## src/include/csa_settings.svh

```systemverilog
`ifndef CSA_SETTINGS_SVH
`define CSA_SETTINGS_SVH

`define CSA_UNITS 4
`define CSA_HIST_BINS 16
`define CSA_ADDR_BITS 5

// Word addresses of the register map.
`define CSA_REG_CHANNEL 5'd0
`define CSA_REG_BLOCK 5'd1
`define CSA_REG_KEY_LO 5'd2
`define CSA_REG_KEY_HI 5'd3
`define CSA_REG_ROUNDS 5'd4
`define CSA_REG_START 5'd5
`define CSA_REG_SUBMIT 5'd6
`define CSA_REG_RES_VALID 5'd7
`define CSA_REG_RES_LO 5'd8
`define CSA_REG_RES_HI 5'd9
`define CSA_REG_RES_START 5'd10
`define CSA_REG_HIST_INDEX 5'd11
`define CSA_REG_HIST_COUNT 5'd12
`define CSA_REG_MASK_LO 5'd13
`define CSA_REG_MASK_HI 5'd14
`define CSA_REG_VALUE_LO 5'd15
`define CSA_REG_VALUE_HI 5'd16
`define CSA_REG_MATCH_COUNT 5'd17
`define CSA_REG_BUSY 5'd18
`define CSA_REG_CLEAR 5'd19

`endif

```

## src/logic/csa_pkg.sv

```systemverilog
package csa_pkg;

	// Wishbone data word.
	typedef logic [31:0] word_t;

	// Key, result and match mask share this width.
	typedef logic [63:0] key_t;

	typedef logic [7:0] rounds_t;

	typedef logic [1:0] unit_idx_t;

	typedef logic [3:0] hist_idx_t;

	// Histogram bins and the match counter.
	typedef logic [31:0] count_t;

	typedef enum logic [1:0] {
		CALC_IDLE,
		CALC_RUN,
		CALC_DONE
	} calc_state_t;

endpackage

```

## src/logic/csa_ifs.sv

```systemverilog
`timescale 1ns/1ps

interface csa_job_if;
	import csa_pkg::*;

	logic job_valid;
	logic job_ready;
	word_t block;
	key_t key;
	rounds_t rounds;
	word_t start;

	modport dispatch (output job_valid, block, key, rounds, start, input job_ready);
	modport unit (input job_valid, block, key, rounds, start, output job_ready);
endinterface

interface csa_result_if;
	import csa_pkg::*;

	logic res_valid;
	logic res_ack;
	key_t result;
	word_t start;

	modport unit (output res_valid, result, start, input res_ack);
	modport collect (input res_valid, result, start, output res_ack);
endinterface

interface csa_status_if;
	import csa_pkg::*;

	unit_idx_t channel;
	logic channel_wr;
	hist_idx_t hist_index;
	key_t mask;
	key_t value;
	logic clear;
	logic snap_valid;
	key_t snap_result;
	word_t snap_start;
	count_t hist_count;
	count_t match_count;

	modport regs (
		output channel, channel_wr, hist_index, mask, value, clear,
		input snap_valid, snap_result, snap_start, hist_count, match_count
	);
	modport collect (
		input channel, channel_wr, hist_index, mask, value, clear,
		output snap_valid, snap_result, snap_start, hist_count, match_count
	);
endinterface

```

## src/logic/csa_regs.sv

```systemverilog
`timescale 1ns/1ps
`include "csa_settings.svh"

module csa_regs (
	input logic axi_mm_clk,
	input logic rst_n,
	input logic wb_cyc_i,
	input logic wb_stb_i,
	input logic wb_we_i,
	input logic [`CSA_ADDR_BITS-1:0] wb_adr_i,
	input csa_pkg::word_t wb_dat_i,
	output csa_pkg::word_t wb_dat_o,
	output logic wb_ack_o,
	output csa_pkg::word_t job_block_o,
	output csa_pkg::key_t job_key_o,
	output csa_pkg::rounds_t job_rounds_o,
	output csa_pkg::word_t job_start_o,
	output logic submit_o,
	input logic pending_i,
	input logic busy_i,
	csa_status_if.regs status
);
	import csa_pkg::*;

	logic ack_q;
	logic wr;
	logic rd;
	logic chan_wr;
	word_t rd_data;
	word_t dat_q;
	unit_idx_t channel_q;
	hist_idx_t hist_index_q;
	key_t mask_q;
	key_t value_q;
	word_t block_q;
	key_t key_q;
	rounds_t rounds_q;
	word_t start_q;

	// First cycle of a strobe only; ack answers on the next edge.
	assign wr = wb_cyc_i && wb_stb_i && !ack_q && wb_we_i;
	assign rd = wb_cyc_i && wb_stb_i && !ack_q && !wb_we_i;

	assign chan_wr = wr && (wb_adr_i == `CSA_REG_CHANNEL) && (wb_dat_i < `CSA_UNITS);
	assign submit_o = wr && (wb_adr_i == `CSA_REG_SUBMIT);

	always_ff @(posedge axi_mm_clk) begin
		if (!rst_n) begin
			ack_q <= 1'b0;
			channel_q <= '0;
			hist_index_q <= '0;
			mask_q <= '0;
			value_q <= '0;
		end else begin
			ack_q <= wr || rd;
			if (chan_wr)
				channel_q <= unit_idx_t'(wb_dat_i);
			if (wr) begin
				case (wb_adr_i)
					`CSA_REG_HIST_INDEX: hist_index_q <= hist_idx_t'(wb_dat_i);
					`CSA_REG_MASK_LO: mask_q[31:0] <= wb_dat_i;
					`CSA_REG_MASK_HI: mask_q[63:32] <= wb_dat_i;
					`CSA_REG_VALUE_LO: value_q[31:0] <= wb_dat_i;
					`CSA_REG_VALUE_HI: value_q[63:32] <= wb_dat_i;
					default: ;
				endcase
			end
		end
	end

	always_ff @(posedge axi_mm_clk) begin
		if (wr) begin
			case (wb_adr_i)
				`CSA_REG_BLOCK: block_q <= wb_dat_i;
				`CSA_REG_KEY_LO: key_q[31:0] <= wb_dat_i;
				`CSA_REG_KEY_HI: key_q[63:32] <= wb_dat_i;
				`CSA_REG_ROUNDS: rounds_q <= rounds_t'(wb_dat_i);
				`CSA_REG_START: start_q <= wb_dat_i;
				default: ;
			endcase
		end
		if (rd)
			dat_q <= rd_data;
	end

	always_comb begin
		case (wb_adr_i)
			`CSA_REG_CHANNEL: rd_data = {30'd0, channel_q};
			`CSA_REG_BLOCK: rd_data = block_q;
			`CSA_REG_KEY_LO: rd_data = key_q[31:0];
			`CSA_REG_KEY_HI: rd_data = key_q[63:32];
			`CSA_REG_ROUNDS: rd_data = {24'd0, rounds_q};
			`CSA_REG_START: rd_data = start_q;
			`CSA_REG_SUBMIT: rd_data = {31'd0, pending_i};
			`CSA_REG_RES_VALID: rd_data = {31'd0, status.snap_valid};
			`CSA_REG_RES_LO: rd_data = status.snap_result[31:0];
			`CSA_REG_RES_HI: rd_data = status.snap_result[63:32];
			`CSA_REG_RES_START: rd_data = status.snap_start;
			`CSA_REG_HIST_INDEX: rd_data = {28'd0, hist_index_q};
			`CSA_REG_HIST_COUNT: rd_data = status.hist_count;
			`CSA_REG_MASK_LO: rd_data = mask_q[31:0];
			`CSA_REG_MASK_HI: rd_data = mask_q[63:32];
			`CSA_REG_VALUE_LO: rd_data = value_q[31:0];
			`CSA_REG_VALUE_HI: rd_data = value_q[63:32];
			`CSA_REG_MATCH_COUNT: rd_data = status.match_count;
			`CSA_REG_BUSY: rd_data = {31'd0, busy_i};
			// Unmapped, write-only CLEAR included.
			default: rd_data = {16'hE000, {(16 - `CSA_ADDR_BITS){1'b0}}, wb_adr_i};
		endcase
	end

	assign wb_ack_o = ack_q;
	assign wb_dat_o = dat_q;
	assign job_block_o = block_q;
	assign job_key_o = key_q;
	assign job_rounds_o = rounds_q;
	assign job_start_o = start_q;

	assign status.channel = channel_q;
	assign status.channel_wr = chan_wr;
	assign status.hist_index = hist_index_q;
	assign status.mask = mask_q;
	assign status.value = value_q;
	assign status.clear = wr && (wb_adr_i == `CSA_REG_CLEAR);

endmodule

```

## src/logic/csa_dispatch.sv

```systemverilog
`timescale 1ns/1ps
`include "csa_settings.svh"

module csa_dispatch (
	input logic axi_mm_clk,
	input logic rst_n,
	input logic submit_i,
	input csa_pkg::word_t block_i,
	input csa_pkg::key_t key_i,
	input csa_pkg::rounds_t rounds_i,
	input csa_pkg::word_t start_i,
	output logic pending_o,
	csa_job_if.dispatch job [0:`CSA_UNITS-1]
);
	import csa_pkg::*;

	logic pending_q;
	logic offer_q;
	unit_idx_t ptr_q;
	logic [`CSA_UNITS-1:0] ready;
	word_t block_q;
	key_t key_q;
	rounds_t rounds_q;
	word_t start_q;

	for (genvar g = 0; g < `CSA_UNITS; g++) begin : g_port
		assign ready[g] = job[g].job_ready;
		assign job[g].job_valid = offer_q && (ptr_q == unit_idx_t'(g));
		assign job[g].block = block_q;
		assign job[g].key = key_q;
		assign job[g].rounds = rounds_q;
		assign job[g].start = start_q;
	end

	// Offer only after the unit at the pointer is seen idle.
	always_ff @(posedge axi_mm_clk) begin
		if (!rst_n) begin
			pending_q <= 1'b0;
			offer_q <= 1'b0;
			ptr_q <= '0;
		end else if (offer_q) begin
			offer_q <= 1'b0;
			pending_q <= 1'b0;
			ptr_q <= (ptr_q == unit_idx_t'(`CSA_UNITS - 1)) ? '0 : ptr_q + 1'b1;
		end else if (pending_q) begin
			offer_q <= ready[ptr_q];
		end else begin
			pending_q <= submit_i;
		end
	end

	always_ff @(posedge axi_mm_clk) begin
		if (submit_i && !pending_q) begin
			block_q <= block_i;
			key_q <= key_i;
			rounds_q <= rounds_i;
			start_q <= start_i;
		end
	end

	assign pending_o = pending_q;

endmodule

```

## src/logic/csa_calc_unit.sv

```systemverilog
`timescale 1ns/1ps

module csa_calc_unit (
	input logic axi_mm_clk,
	input logic rst_n,
	csa_job_if.unit job,
	csa_result_if.unit res,
	output logic active_o
);
	import csa_pkg::*;

	calc_state_t state_q;
	logic take;
	key_t st_q;
	key_t key_q;
	key_t mixed;
	rounds_t left_q;
	word_t cnt_q;
	word_t start_q;

	assign take = job.job_valid && (state_q == CALC_IDLE);

	// Rotate left by 5, fold in the key, add the round counter to the low word.
	always_comb begin
		mixed = {st_q[58:0], st_q[63:59]} ^ key_q;
		mixed[31:0] = mixed[31:0] + cnt_q;
	end

	always_ff @(posedge axi_mm_clk) begin
		if (!rst_n) begin
			state_q <= CALC_IDLE;
		end else begin
			case (state_q)
				CALC_IDLE: if (take) state_q <= CALC_RUN;
				CALC_RUN: if (left_q == '0) state_q <= CALC_DONE;
				CALC_DONE: if (res.res_ack) state_q <= CALC_IDLE;
				default: state_q <= CALC_IDLE;
			endcase
		end
	end

	// First round adds the start value itself.
	always_ff @(posedge axi_mm_clk) begin
		if (take) begin
			st_q <= job.key ^ {32'd0, job.block};
			key_q <= job.key;
			left_q <= job.rounds;
			cnt_q <= job.start;
			start_q <= job.start;
		end else if (state_q == CALC_RUN && left_q != '0) begin
			st_q <= mixed;
			left_q <= left_q - 1'b1;
			cnt_q <= cnt_q + 1'b1;
		end
	end

	assign job.job_ready = (state_q == CALC_IDLE);
	assign res.res_valid = (state_q == CALC_DONE);
	assign res.result = st_q;
	assign res.start = start_q;
	assign active_o = (state_q != CALC_IDLE);

endmodule

```

## src/logic/csa_collect.sv

```systemverilog
`timescale 1ns/1ps
`include "csa_settings.svh"

module csa_collect (
	input logic axi_mm_clk,
	input logic rst_n,
	csa_result_if.collect res [0:`CSA_UNITS-1],
	csa_status_if.collect status,
	output logic waiting_o
);
	import csa_pkg::*;

	unit_idx_t idx_q;
	logic ack_q;
	logic upd_q;
	logic grab;
	logic hit;
	logic [`CSA_UNITS-1:0] valid;
	key_t result_v [`CSA_UNITS];
	word_t start_v [`CSA_UNITS];
	key_t res_q;
	word_t start_q;
	hist_idx_t bin;
	count_t hist_q [`CSA_HIST_BINS];
	count_t match_q;
	logic snap_valid_q;
	key_t snap_result_q;
	word_t snap_start_q;

	for (genvar g = 0; g < `CSA_UNITS; g++) begin : g_port
		assign valid[g] = res[g].res_valid;
		assign result_v[g] = res[g].result;
		assign start_v[g] = res[g].start;
		assign res[g].res_ack = ack_q && (idx_q == unit_idx_t'(g));
	end

	assign grab = !ack_q && !upd_q && valid[idx_q];
	assign bin = res_q[3:0];
	assign hit = ((res_q ^ status.value) & status.mask) == '0;

	// Ack cycle, then update cycle, then on to the next unit.
	always_ff @(posedge axi_mm_clk) begin
		if (!rst_n) begin
			idx_q <= '0;
			ack_q <= 1'b0;
			upd_q <= 1'b0;
			snap_valid_q <= 1'b0;
			match_q <= '0;
		end else begin
			ack_q <= grab;
			upd_q <= ack_q;
			if (upd_q) begin
				idx_q <= (idx_q == unit_idx_t'(`CSA_UNITS - 1)) ? '0 : idx_q + 1'b1;
				if (idx_q == status.channel)
					snap_valid_q <= 1'b1;
			end
			if (status.channel_wr)
				snap_valid_q <= 1'b0;
			if (status.clear)
				match_q <= '0;
			else if (upd_q && hit)
				match_q <= match_q + 1'b1;
		end
	end

	always_ff @(posedge axi_mm_clk) begin
		if (grab) begin
			res_q <= result_v[idx_q];
			start_q <= start_v[idx_q];
		end
		if (upd_q && idx_q == status.channel) begin
			snap_result_q <= res_q;
			snap_start_q <= start_q;
		end
	end

	always_ff @(posedge axi_mm_clk) begin
		if (!rst_n || status.clear) begin
			for (int i = 0; i < `CSA_HIST_BINS; i++)
				hist_q[i] <= '0;
		end else if (upd_q) begin
			hist_q[bin] <= hist_q[bin] + 1'b1;
		end
	end

	assign status.snap_valid = snap_valid_q;
	assign status.snap_result = snap_result_q;
	assign status.snap_start = snap_start_q;
	assign status.hist_count = hist_q[status.hist_index];
	assign status.match_count = match_q;
	assign waiting_o = ack_q || upd_q;

endmodule

```

## src/logic/csa_top.sv

```systemverilog
`timescale 1ns/1ps
`include "csa_settings.svh"

module csa_top (
	input logic axi_mm_clk,
	input logic rst_n,
	input logic wb_cyc_i,
	input logic wb_stb_i,
	input logic wb_we_i,
	input logic [`CSA_ADDR_BITS-1:0] wb_adr_i,
	input csa_pkg::word_t wb_dat_i,
	output csa_pkg::word_t wb_dat_o,
	output logic wb_ack_o
);
	import csa_pkg::*;

	word_t job_block;
	key_t job_key;
	rounds_t job_rounds;
	word_t job_start;
	logic submit;
	logic pending;
	logic waiting;
	logic busy;
	logic [`CSA_UNITS-1:0] active;

	csa_job_if job_bus [0:`CSA_UNITS-1] ();
	csa_result_if res_bus [0:`CSA_UNITS-1] ();
	csa_status_if status ();

	// Idle only when nothing is queued, computing or being drained.
	assign busy = pending || (|active) || waiting;

	csa_regs u_regs (
		.axi_mm_clk(axi_mm_clk),
		.rst_n(rst_n),
		.wb_cyc_i(wb_cyc_i),
		.wb_stb_i(wb_stb_i),
		.wb_we_i(wb_we_i),
		.wb_adr_i(wb_adr_i),
		.wb_dat_i(wb_dat_i),
		.wb_dat_o(wb_dat_o),
		.wb_ack_o(wb_ack_o),
		.job_block_o(job_block),
		.job_key_o(job_key),
		.job_rounds_o(job_rounds),
		.job_start_o(job_start),
		.submit_o(submit),
		.pending_i(pending),
		.busy_i(busy),
		.status(status)
	);

	csa_dispatch u_dispatch (
		.axi_mm_clk(axi_mm_clk),
		.rst_n(rst_n),
		.submit_i(submit),
		.block_i(job_block),
		.key_i(job_key),
		.rounds_i(job_rounds),
		.start_i(job_start),
		.pending_o(pending),
		.job(job_bus)
	);

	for (genvar g = 0; g < `CSA_UNITS; g++) begin : g_unit
		csa_calc_unit u_unit (
			.axi_mm_clk(axi_mm_clk),
			.rst_n(rst_n),
			.job(job_bus[g]),
			.res(res_bus[g]),
			.active_o(active[g])
		);
	end

	csa_collect u_collect (
		.axi_mm_clk(axi_mm_clk),
		.rst_n(rst_n),
		.res(res_bus),
		.status(status),
		.waiting_o(waiting)
	);

endmodule

```

## config.mk

```make
export PLATFORM = sky130hd
export DESIGN_NAME = csa_top
export DESIGN_NICKNAME = d
export VERILOG_FILES = /design/src/logic/csa_pkg.sv /design/src/logic/csa_ifs.sv /design/src/logic/csa_regs.sv /design/src/logic/csa_dispatch.sv /design/src/logic/csa_calc_unit.sv /design/src/logic/csa_collect.sv /design/src/logic/csa_top.sv
export VERILOG_INCLUDE_DIRS = /design/src /design/src/include
export SDC_FILE = /design/constraint.sdc
export NUM_CORES = 2
export LEC_CHECK = 0
export BUFFER_PORTS_ARGS = -buffer_cell sky130_fd_sc_hd__buf_2
export CORE_MARGIN = 8
export CORE_UTILIZATION = 37
export CTS_CLUSTER_SIZE = 12
export DETAILED_ROUTE_END_ITERATION = 6
export PLACE_DENSITY = 0.58
export SYNTH_ARGS = -nofsm -noshare
export SYNTH_HDL_FRONTEND = slang
export SYNTH_HIERARCHICAL = 1
export SYNTH_SLANG_ARGS = --single-unit
```

## constraint.sdc

```tcl
create_clock -name axi_mm_clk -period 18.8 [get_ports axi_mm_clk]
set_clock_uncertainty 0.1 [all_clocks]
set_input_delay 2.82 -clock axi_mm_clk [delete_from_list [all_inputs] [get_ports axi_mm_clk]]
set_output_delay 2.82 -clock axi_mm_clk [all_outputs]
set_load 0.005 [all_outputs]
```

# After elaboration in Yosys (flattened, before gate mapping)
# Memories as Yosys holds them, arrays and structs flattened. A register that Yosys moved wholly into a read port is not among the register bits.
# Cells that the tools add are included.
# W data, S select, Z words.
# totals
reg_bits	1480
ramBits	512
input_bits	42
output_inout_bits	33
wordCells	280
n_memories	1
# classes
add_sub_neg	16
magnitude_cmp	4
eq_ne	46
muxes	65
bitwise_logic	10
reduce_logical	85
# memory_table
name	words	width	rd	rd_clocked_by_memory_dff	write_ports	line_no	source
u_collect.hist_q	16	32	2	2	16	csa_collect.sv:24	count_t hist_q [`CSA_HIST_BINS];
# ops
op	n
$mux W64	10
$pmux W32 S19	1
$mux W32	11
$xor A64 B64 Y64	5
$add A32 B1 Y32 const B	6
$add A32 B32 Y32	4
$bmux W64 S2	1
$and A64 B64 Y64	1
$bmux W32 S2	1
$logic_not A64 Y1	1
$mux W8	8
$xor A64 B32 Y64	1
$eq A5 B4 Y1 const B	8
$logic_not A8 Y1	4
$lt A32 B3 Y1 const B	1
$reduce_bool A8 Y1	4
$reduce_or A32 Y1	1
$sub A8 B1 Y8 const B	4
$logic_and A1 B1 Y1	29
$mux W2	14
$pmux W2 S3	4
$reduce_and A2 Y1	11
$eq A5 B3 Y1 const B	4
$eq A5 B5 Y1 const B	4
24 further kinds	88

# Longest topological paths before layout
# logic_depth
word_depth	9
ltp_mapped	17
ltp_nobuf	12

# Hierarchy
# Netlist, hierarchy kept.
# modules_own_cells
module	instances	cells_per_inst	area_each_um2	seq_area_each_um2
csa_collect	1	2405	37992.7	21961.1
csa_calc_unit at g_unit[1].u_unit ...	2	880	10422.5	6045.8
csa_regs	1	1176	13042.5	7747.4
csa_calc_unit at g_unit[3].u_unit	1	913	10618.9	6045.8
csa_calc_unit at g_unit[0].u_unit	1	872	10400.0	6045.8
csa_dispatch	1	569	7395.8	4164.0
csa_top	1	3	13.8	0.0

# Least setup slack after synthesis
# Ideal clock, no wire load.
# synth_timing
kind	input to register
from	in wb_adr_i[3]
to	reg u_dispatch.block_q[0], in the netlist u_dispatch/job[0].block[0] (enable)
setup_time_ps	649
arrival_time_ps	9509
t_required_ps	18051
path_slack_ps	8542
stages	4
n_path_buf	1
cell_sequence	buf_4 nor3b_1 and3_1 nor2b_1
# synth_between
elab_chain_cells	3
# synth_lines
item	line_no	source
from (decl)	csa_top.sv:10	input logic [`CSA_ADDR_BITS-1:0] wb_adr_i,
$eq A5 B3 Y1 (no source line)	n/a	
$logic_and A1 B1 Y1	csa_regs.sv:45	assign submit_o = wr && (wb_adr_i == `CSA_REG_SUBMIT);
via submit	csa_top.sv:21	logic submit;
$logic_and A1 B1 Y1	csa_dispatch.sv:53	if (submit_i && !pending_q) begin
to (signal assigned)	csa_dispatch.sv:54	block_q <= block_i;
to (decl)	csa_dispatch.sv:21	word_t block_q;
# The timed path passes the listed nets, and every way through them passes these cells.
# A chain may end at the register's enable or synchronous reset.

==> Implementation_results.wiki <==
{| class="wikitable"
! Metric !! Value
|-
| Run status || finished, violations left
|-
| Violations in the final reports || design-rule violations
|-
| Hold-critical path endpoint || u_collect/status.snap_start[1]
|-
| CTS tree || done
|-
| Number of instances on the worst hold path || 0
|-
| Total Routed Length || 333400 um
|-
| Max_slew headroom || 7.604%
|-
| Area Growth Syn to Fin || 7.566%
|-
| Class of the worst hold path || flop to flop
|-
| Antenna-violating nets left || 0
|-
| Post-DP HPWL || 230300 um
|-
| Synthesized instance count || 7698
|-
| Number of hold buffers added after cts || 0
|-
| DR DRC count || 5
|-
| Share of flip-flops with an asynchronous set or reset after synthesis || 0%
|-
| Data arrival time of the worst path || 7.49 ns
|-
| Final weighted congestion in routability-driven placement || 0.9257
|-
| Share of final-layout standard cells stronger than drive strength 1 || 14.97%
|-
| Number of warnings printed during yosys synthesis || 6
|-
| Seq/Total Area, Yosys || 57.88%
|-
| Global-route wire length before repair || 466800 um
|-
| Width of the chip || 536.7 um
|-
| Average via count per standard cell || 5.912
|-
| Distinct cell type count of the synthesized netlist || 134
|-
| Maximum frequency from static timing analysis || 140.0 MHz
|-
| Max rail drop VDD || 101.6 uV
|-
| Antenna violations before repair || 51
|-
| Initial core utilization || 37.11%
|-
| Register bit count reported by yosys || 1996
|-
| H-tree levels || 4
|-
| PD cells || 85.60 nW/um^2
|-
| Gates resized, CTS repair || 0
|-
| Wire length the detailed router placed on met1 || 130600 um
|-
| Final std cells w/o fill || 11030
|-
| Prevailing post-synth register cell || edfxtp_1
|-
| Final critical-path required period || 7.142 ns
|-
| Core ar. || 270300 sq um
|-
| Clock latency at the later pin of the worst-skew pair || 0.87 ns
|-
| Classification of the worst setup path || input pin to flop
|-
| Final setup TNS || 0 ns
|-
| Net count of the finished layout || 7463
|-
| Maximum fanout count along the critical path || 76
|-
| Via count of the first global-routing pass || 61960
|-
| 1st-iter DRT viols || 8941
|-
| Setup Buffers After CTS || 0
|-
| Largest net degree at the start of global routing || 131
|-
| Total length of routed met2 wires || 155100 um
|-
| Syn nets || 7902
|-
| Leakage power || 34.79 nW
|-
| Length in cells of the worst reg-to-reg path || 10
|-
| Max-slew violation count || 0
|-
| Setup repair after global routing missed its margin || no
|-
| Syn Area/Cell || 13.03 sq um
|-
| Number of buffer cells added on primary ports || 74
|-
| Crit Reg-Reg Endpoint || u_collect/hist_q[0][26]
|-
| CTS sink cnt || 1996
|-
| Total vias in the final route || 65190
|-
| Die outline area || 288000 sq um
|-
| Inst Count DP || 10610
|-
| Required @ worst endpoint || 19.15 ns
|-
| Critical path startpoint category || input pin
|-
| Gr usage total || 22.37%
|-
| Post-Synthesis Cell Area || 100300 sq um
|-
| Number of buffers between clock root and the deepest sink || 3
|-
| Slew at the pin closest to its max-slew limit || 1.377 ns
|-
| Highest routed layer || met5
|-
| Clock slew at the register clock pins of the worst setup and hold paths || 0.06 ns
|-
| Setup violators final || 0
|-
| Register-to-register setup slack || 12.61 ns
|-
| Critical path capture point type || flop
|-
| Cell row count || 191
|-
| Die Y || 536.7 um
|-
| Number of enable-type register cells in the synthesized netlist || 1808
|-
| Leftover overflow at the end of global routing || 0
|-
| Endpoints failing hold || 0
|-
| DR WL/cell || 30.24 um
|-
| Number of max-cap violations || 0
|-
| Top-level I/O count || 75
|-
| Hold path start || u_collect/start_q[1]
|-
| Wire length on met3 || 32150 um
|-
| Clk Tree Root Cell || clkbuf_16
|-
| Number of detailed-route iterations in the first pass || 7
|-
| Final period utilization || 37.99%
|-
| TritonCTS Buffers || 214
|}
-- critical path, cell delays in order --
cell and delay (ns):
buf_4 0.58, inv_1 0.32, nor2_2 0.17, buf_4 0.45
nand2_1 0.18, nor3b_1 0.79, nand3_2 0.91, nand2_2 1.17
-- cells by family after synthesis --
family | synth area share, %
AOI/OAI and AO/OA | 9.904
xor gates and xnor gates | 6.112
adders and majority gates | 2.051
buffers and inverters | 5.602
DFF | 57.88
muxes | 9.303
and+or+nand+nor | 9.152
-- how the worst max path moves through the flow --
| stage | startpoint | endpoint | slack [ns] | cells after the start |
|---|---|---|---|---|
| finish | rst_n | u_collect/hist_q[13][28] | 11.66 | 8 |
| global route | rst_n | u_collect/hist_q[13][22] | 11.42 | 8 |
| CTS | rst_n | u_collect/hist_q[13][30] | 11.70 | 8 |
| detailed placement | rst_n | u_collect/hist_q[13][27] | 10.80 | 8 |
| global placement | rst_n | u_collect/hist_q[13][27] | 10.97 | 8 |
| floorplan | wb_adr_i[3] | u_dispatch/job[0].block[0] | 8.54 | 4 |
-- cell usage in the layout, fill, tap and decap left out, types with 109 or more instances in the layout --
master	count
clkbuf_16	216
nor2_1	464
buf_4	109
nand3_1	117
nand2_1	790
xor2_1	440
dfxtp_1	179
ha_1	158
xnor2_1	256
a22oi_1	199
a21oi_1	386
edfxtp_1	1808
mux4_2	384
o21ai_0	375
a21boi_0	116
-- layer usage --
metal / vias to the layer above / global-route usage, %
met4: 8 / 8.581
met1: 33380 / 29.95
met2: 3516 / 36.24
li1: 27670 / -
met5: - / 0
met3: 612 / 4.094
-- power breakdown --
part	internal, mW	switching (mW)
Combinational	0.0640	0.146
Sequential	4.84	0.0269
Clock	2.32	1.84
Total	7.22	2.02
-- cells in the mapped netlist, types with 11 or more instances --
master / number / area, sq um
nand2b_1: 41 / 256.5
inv_1: 87 / 326.6
a22o_1: 14 / 122.6
nand2_1: 824 / 3093
nor2b_1: 27 / 168.9
o211ai_1: 26 / 195.2
and2_1: 30 / 187.7
a21o_1: 43 / 322.8
or2_2: 15 / 93.84
o311ai_0: 11 / 96.34
a21boi_0: 116 / 870.8
a222oi_1: 25 / 250.2
nor4_1: 32 / 200.2
xor2_1: 441 / 3862
o21a_1: 12 / 90.09
edfxtp_1: 1808 / 54290
a21oi_2: 43 / 376.6
a31oi_1: 22 / 137.6
mux2i_1: 43 / 430.4
buf_1: 41 / 153.9
nor2_1: 467 / 1753
o41ai_1: 11 / 96.34
nand4_1: 69 / 431.7
a211oi_1: 15 / 112.6
a221oi_1: 18 / 157.7
buf_4: 431 / 3236
nand3_1: 121 / 605.6
and3_1: 90 / 563.0
a21boi_1: 15 / 112.6
clkbuf_1: 239 / 897.1
a21oi_1: 387 / 1937
a22oi_1: 199 / 1494
nor3_1: 72 / 360.4
dfxtp_1: 188 / 3764
mux4_2: 384 / 8648
and4_1: 18 / 157.7
xnor2_1: 259 / 2268
or3_1: 38 / 237.7
buf_6: 26 / 292.8
ha_1: 158 / 1977
buf_2: 77 / 385.4
o211a_1: 13 / 130.1
o21ai_0: 379 / 1897
o21ai_1: 48 / 240.2
-- layout make-up --
| type | count | area (sq um) |
|---|---|---|
| well taps | 3570 | 4467 |
| repair buffers | 183 | 1204 |
| clock buffers | 285 | 5754 |
| flip-flops and latches | 1996 | 58080 |
| clock inverters | 112 | 1054 |
| multi-input cells | 4774 | 36930 |
| inverters | 90 | 370.4 |
| diodes | 16 | 40.04 |
| fillers | 25020 | 162400 |
-- stage by stage --
step                      instance area, sq um  hold slack, ns  worst slack [ns]  power (mW)  util, %
after global placement                  101100          0.3037             10.97       5.157    37.39
after CTS                               107900          0.3238             11.70       9.292    39.91
after floorplan                         100300          0.3003             8.542       5.058        -
after global routing                    107900          0.3268             11.42       9.460    39.91
after detailed placement                101100          0.3064             10.80       5.163    37.39
final                                   107900          0.3239             11.66       9.236    39.92
-- sequential cells by signal, indices dropped and copies added, names as in the netlist, 64 cells and up, named ones only --
name	count
g_unit.u_unit/res.start	128
u_dispatch/job.key	64
g_unit.u_unit/res.result	256
u_regs/status.mask	64
u_regs/job_key_o	64
g_unit.u_unit/cnt_q	128
u_collect/hist_q	512
u_regs/status.value	64
g_unit.u_unit/key_q	256
u_collect/res_q	64
u_collect/status.snap_result	64
Note: power is estimated with default switching activity, not from simulation.
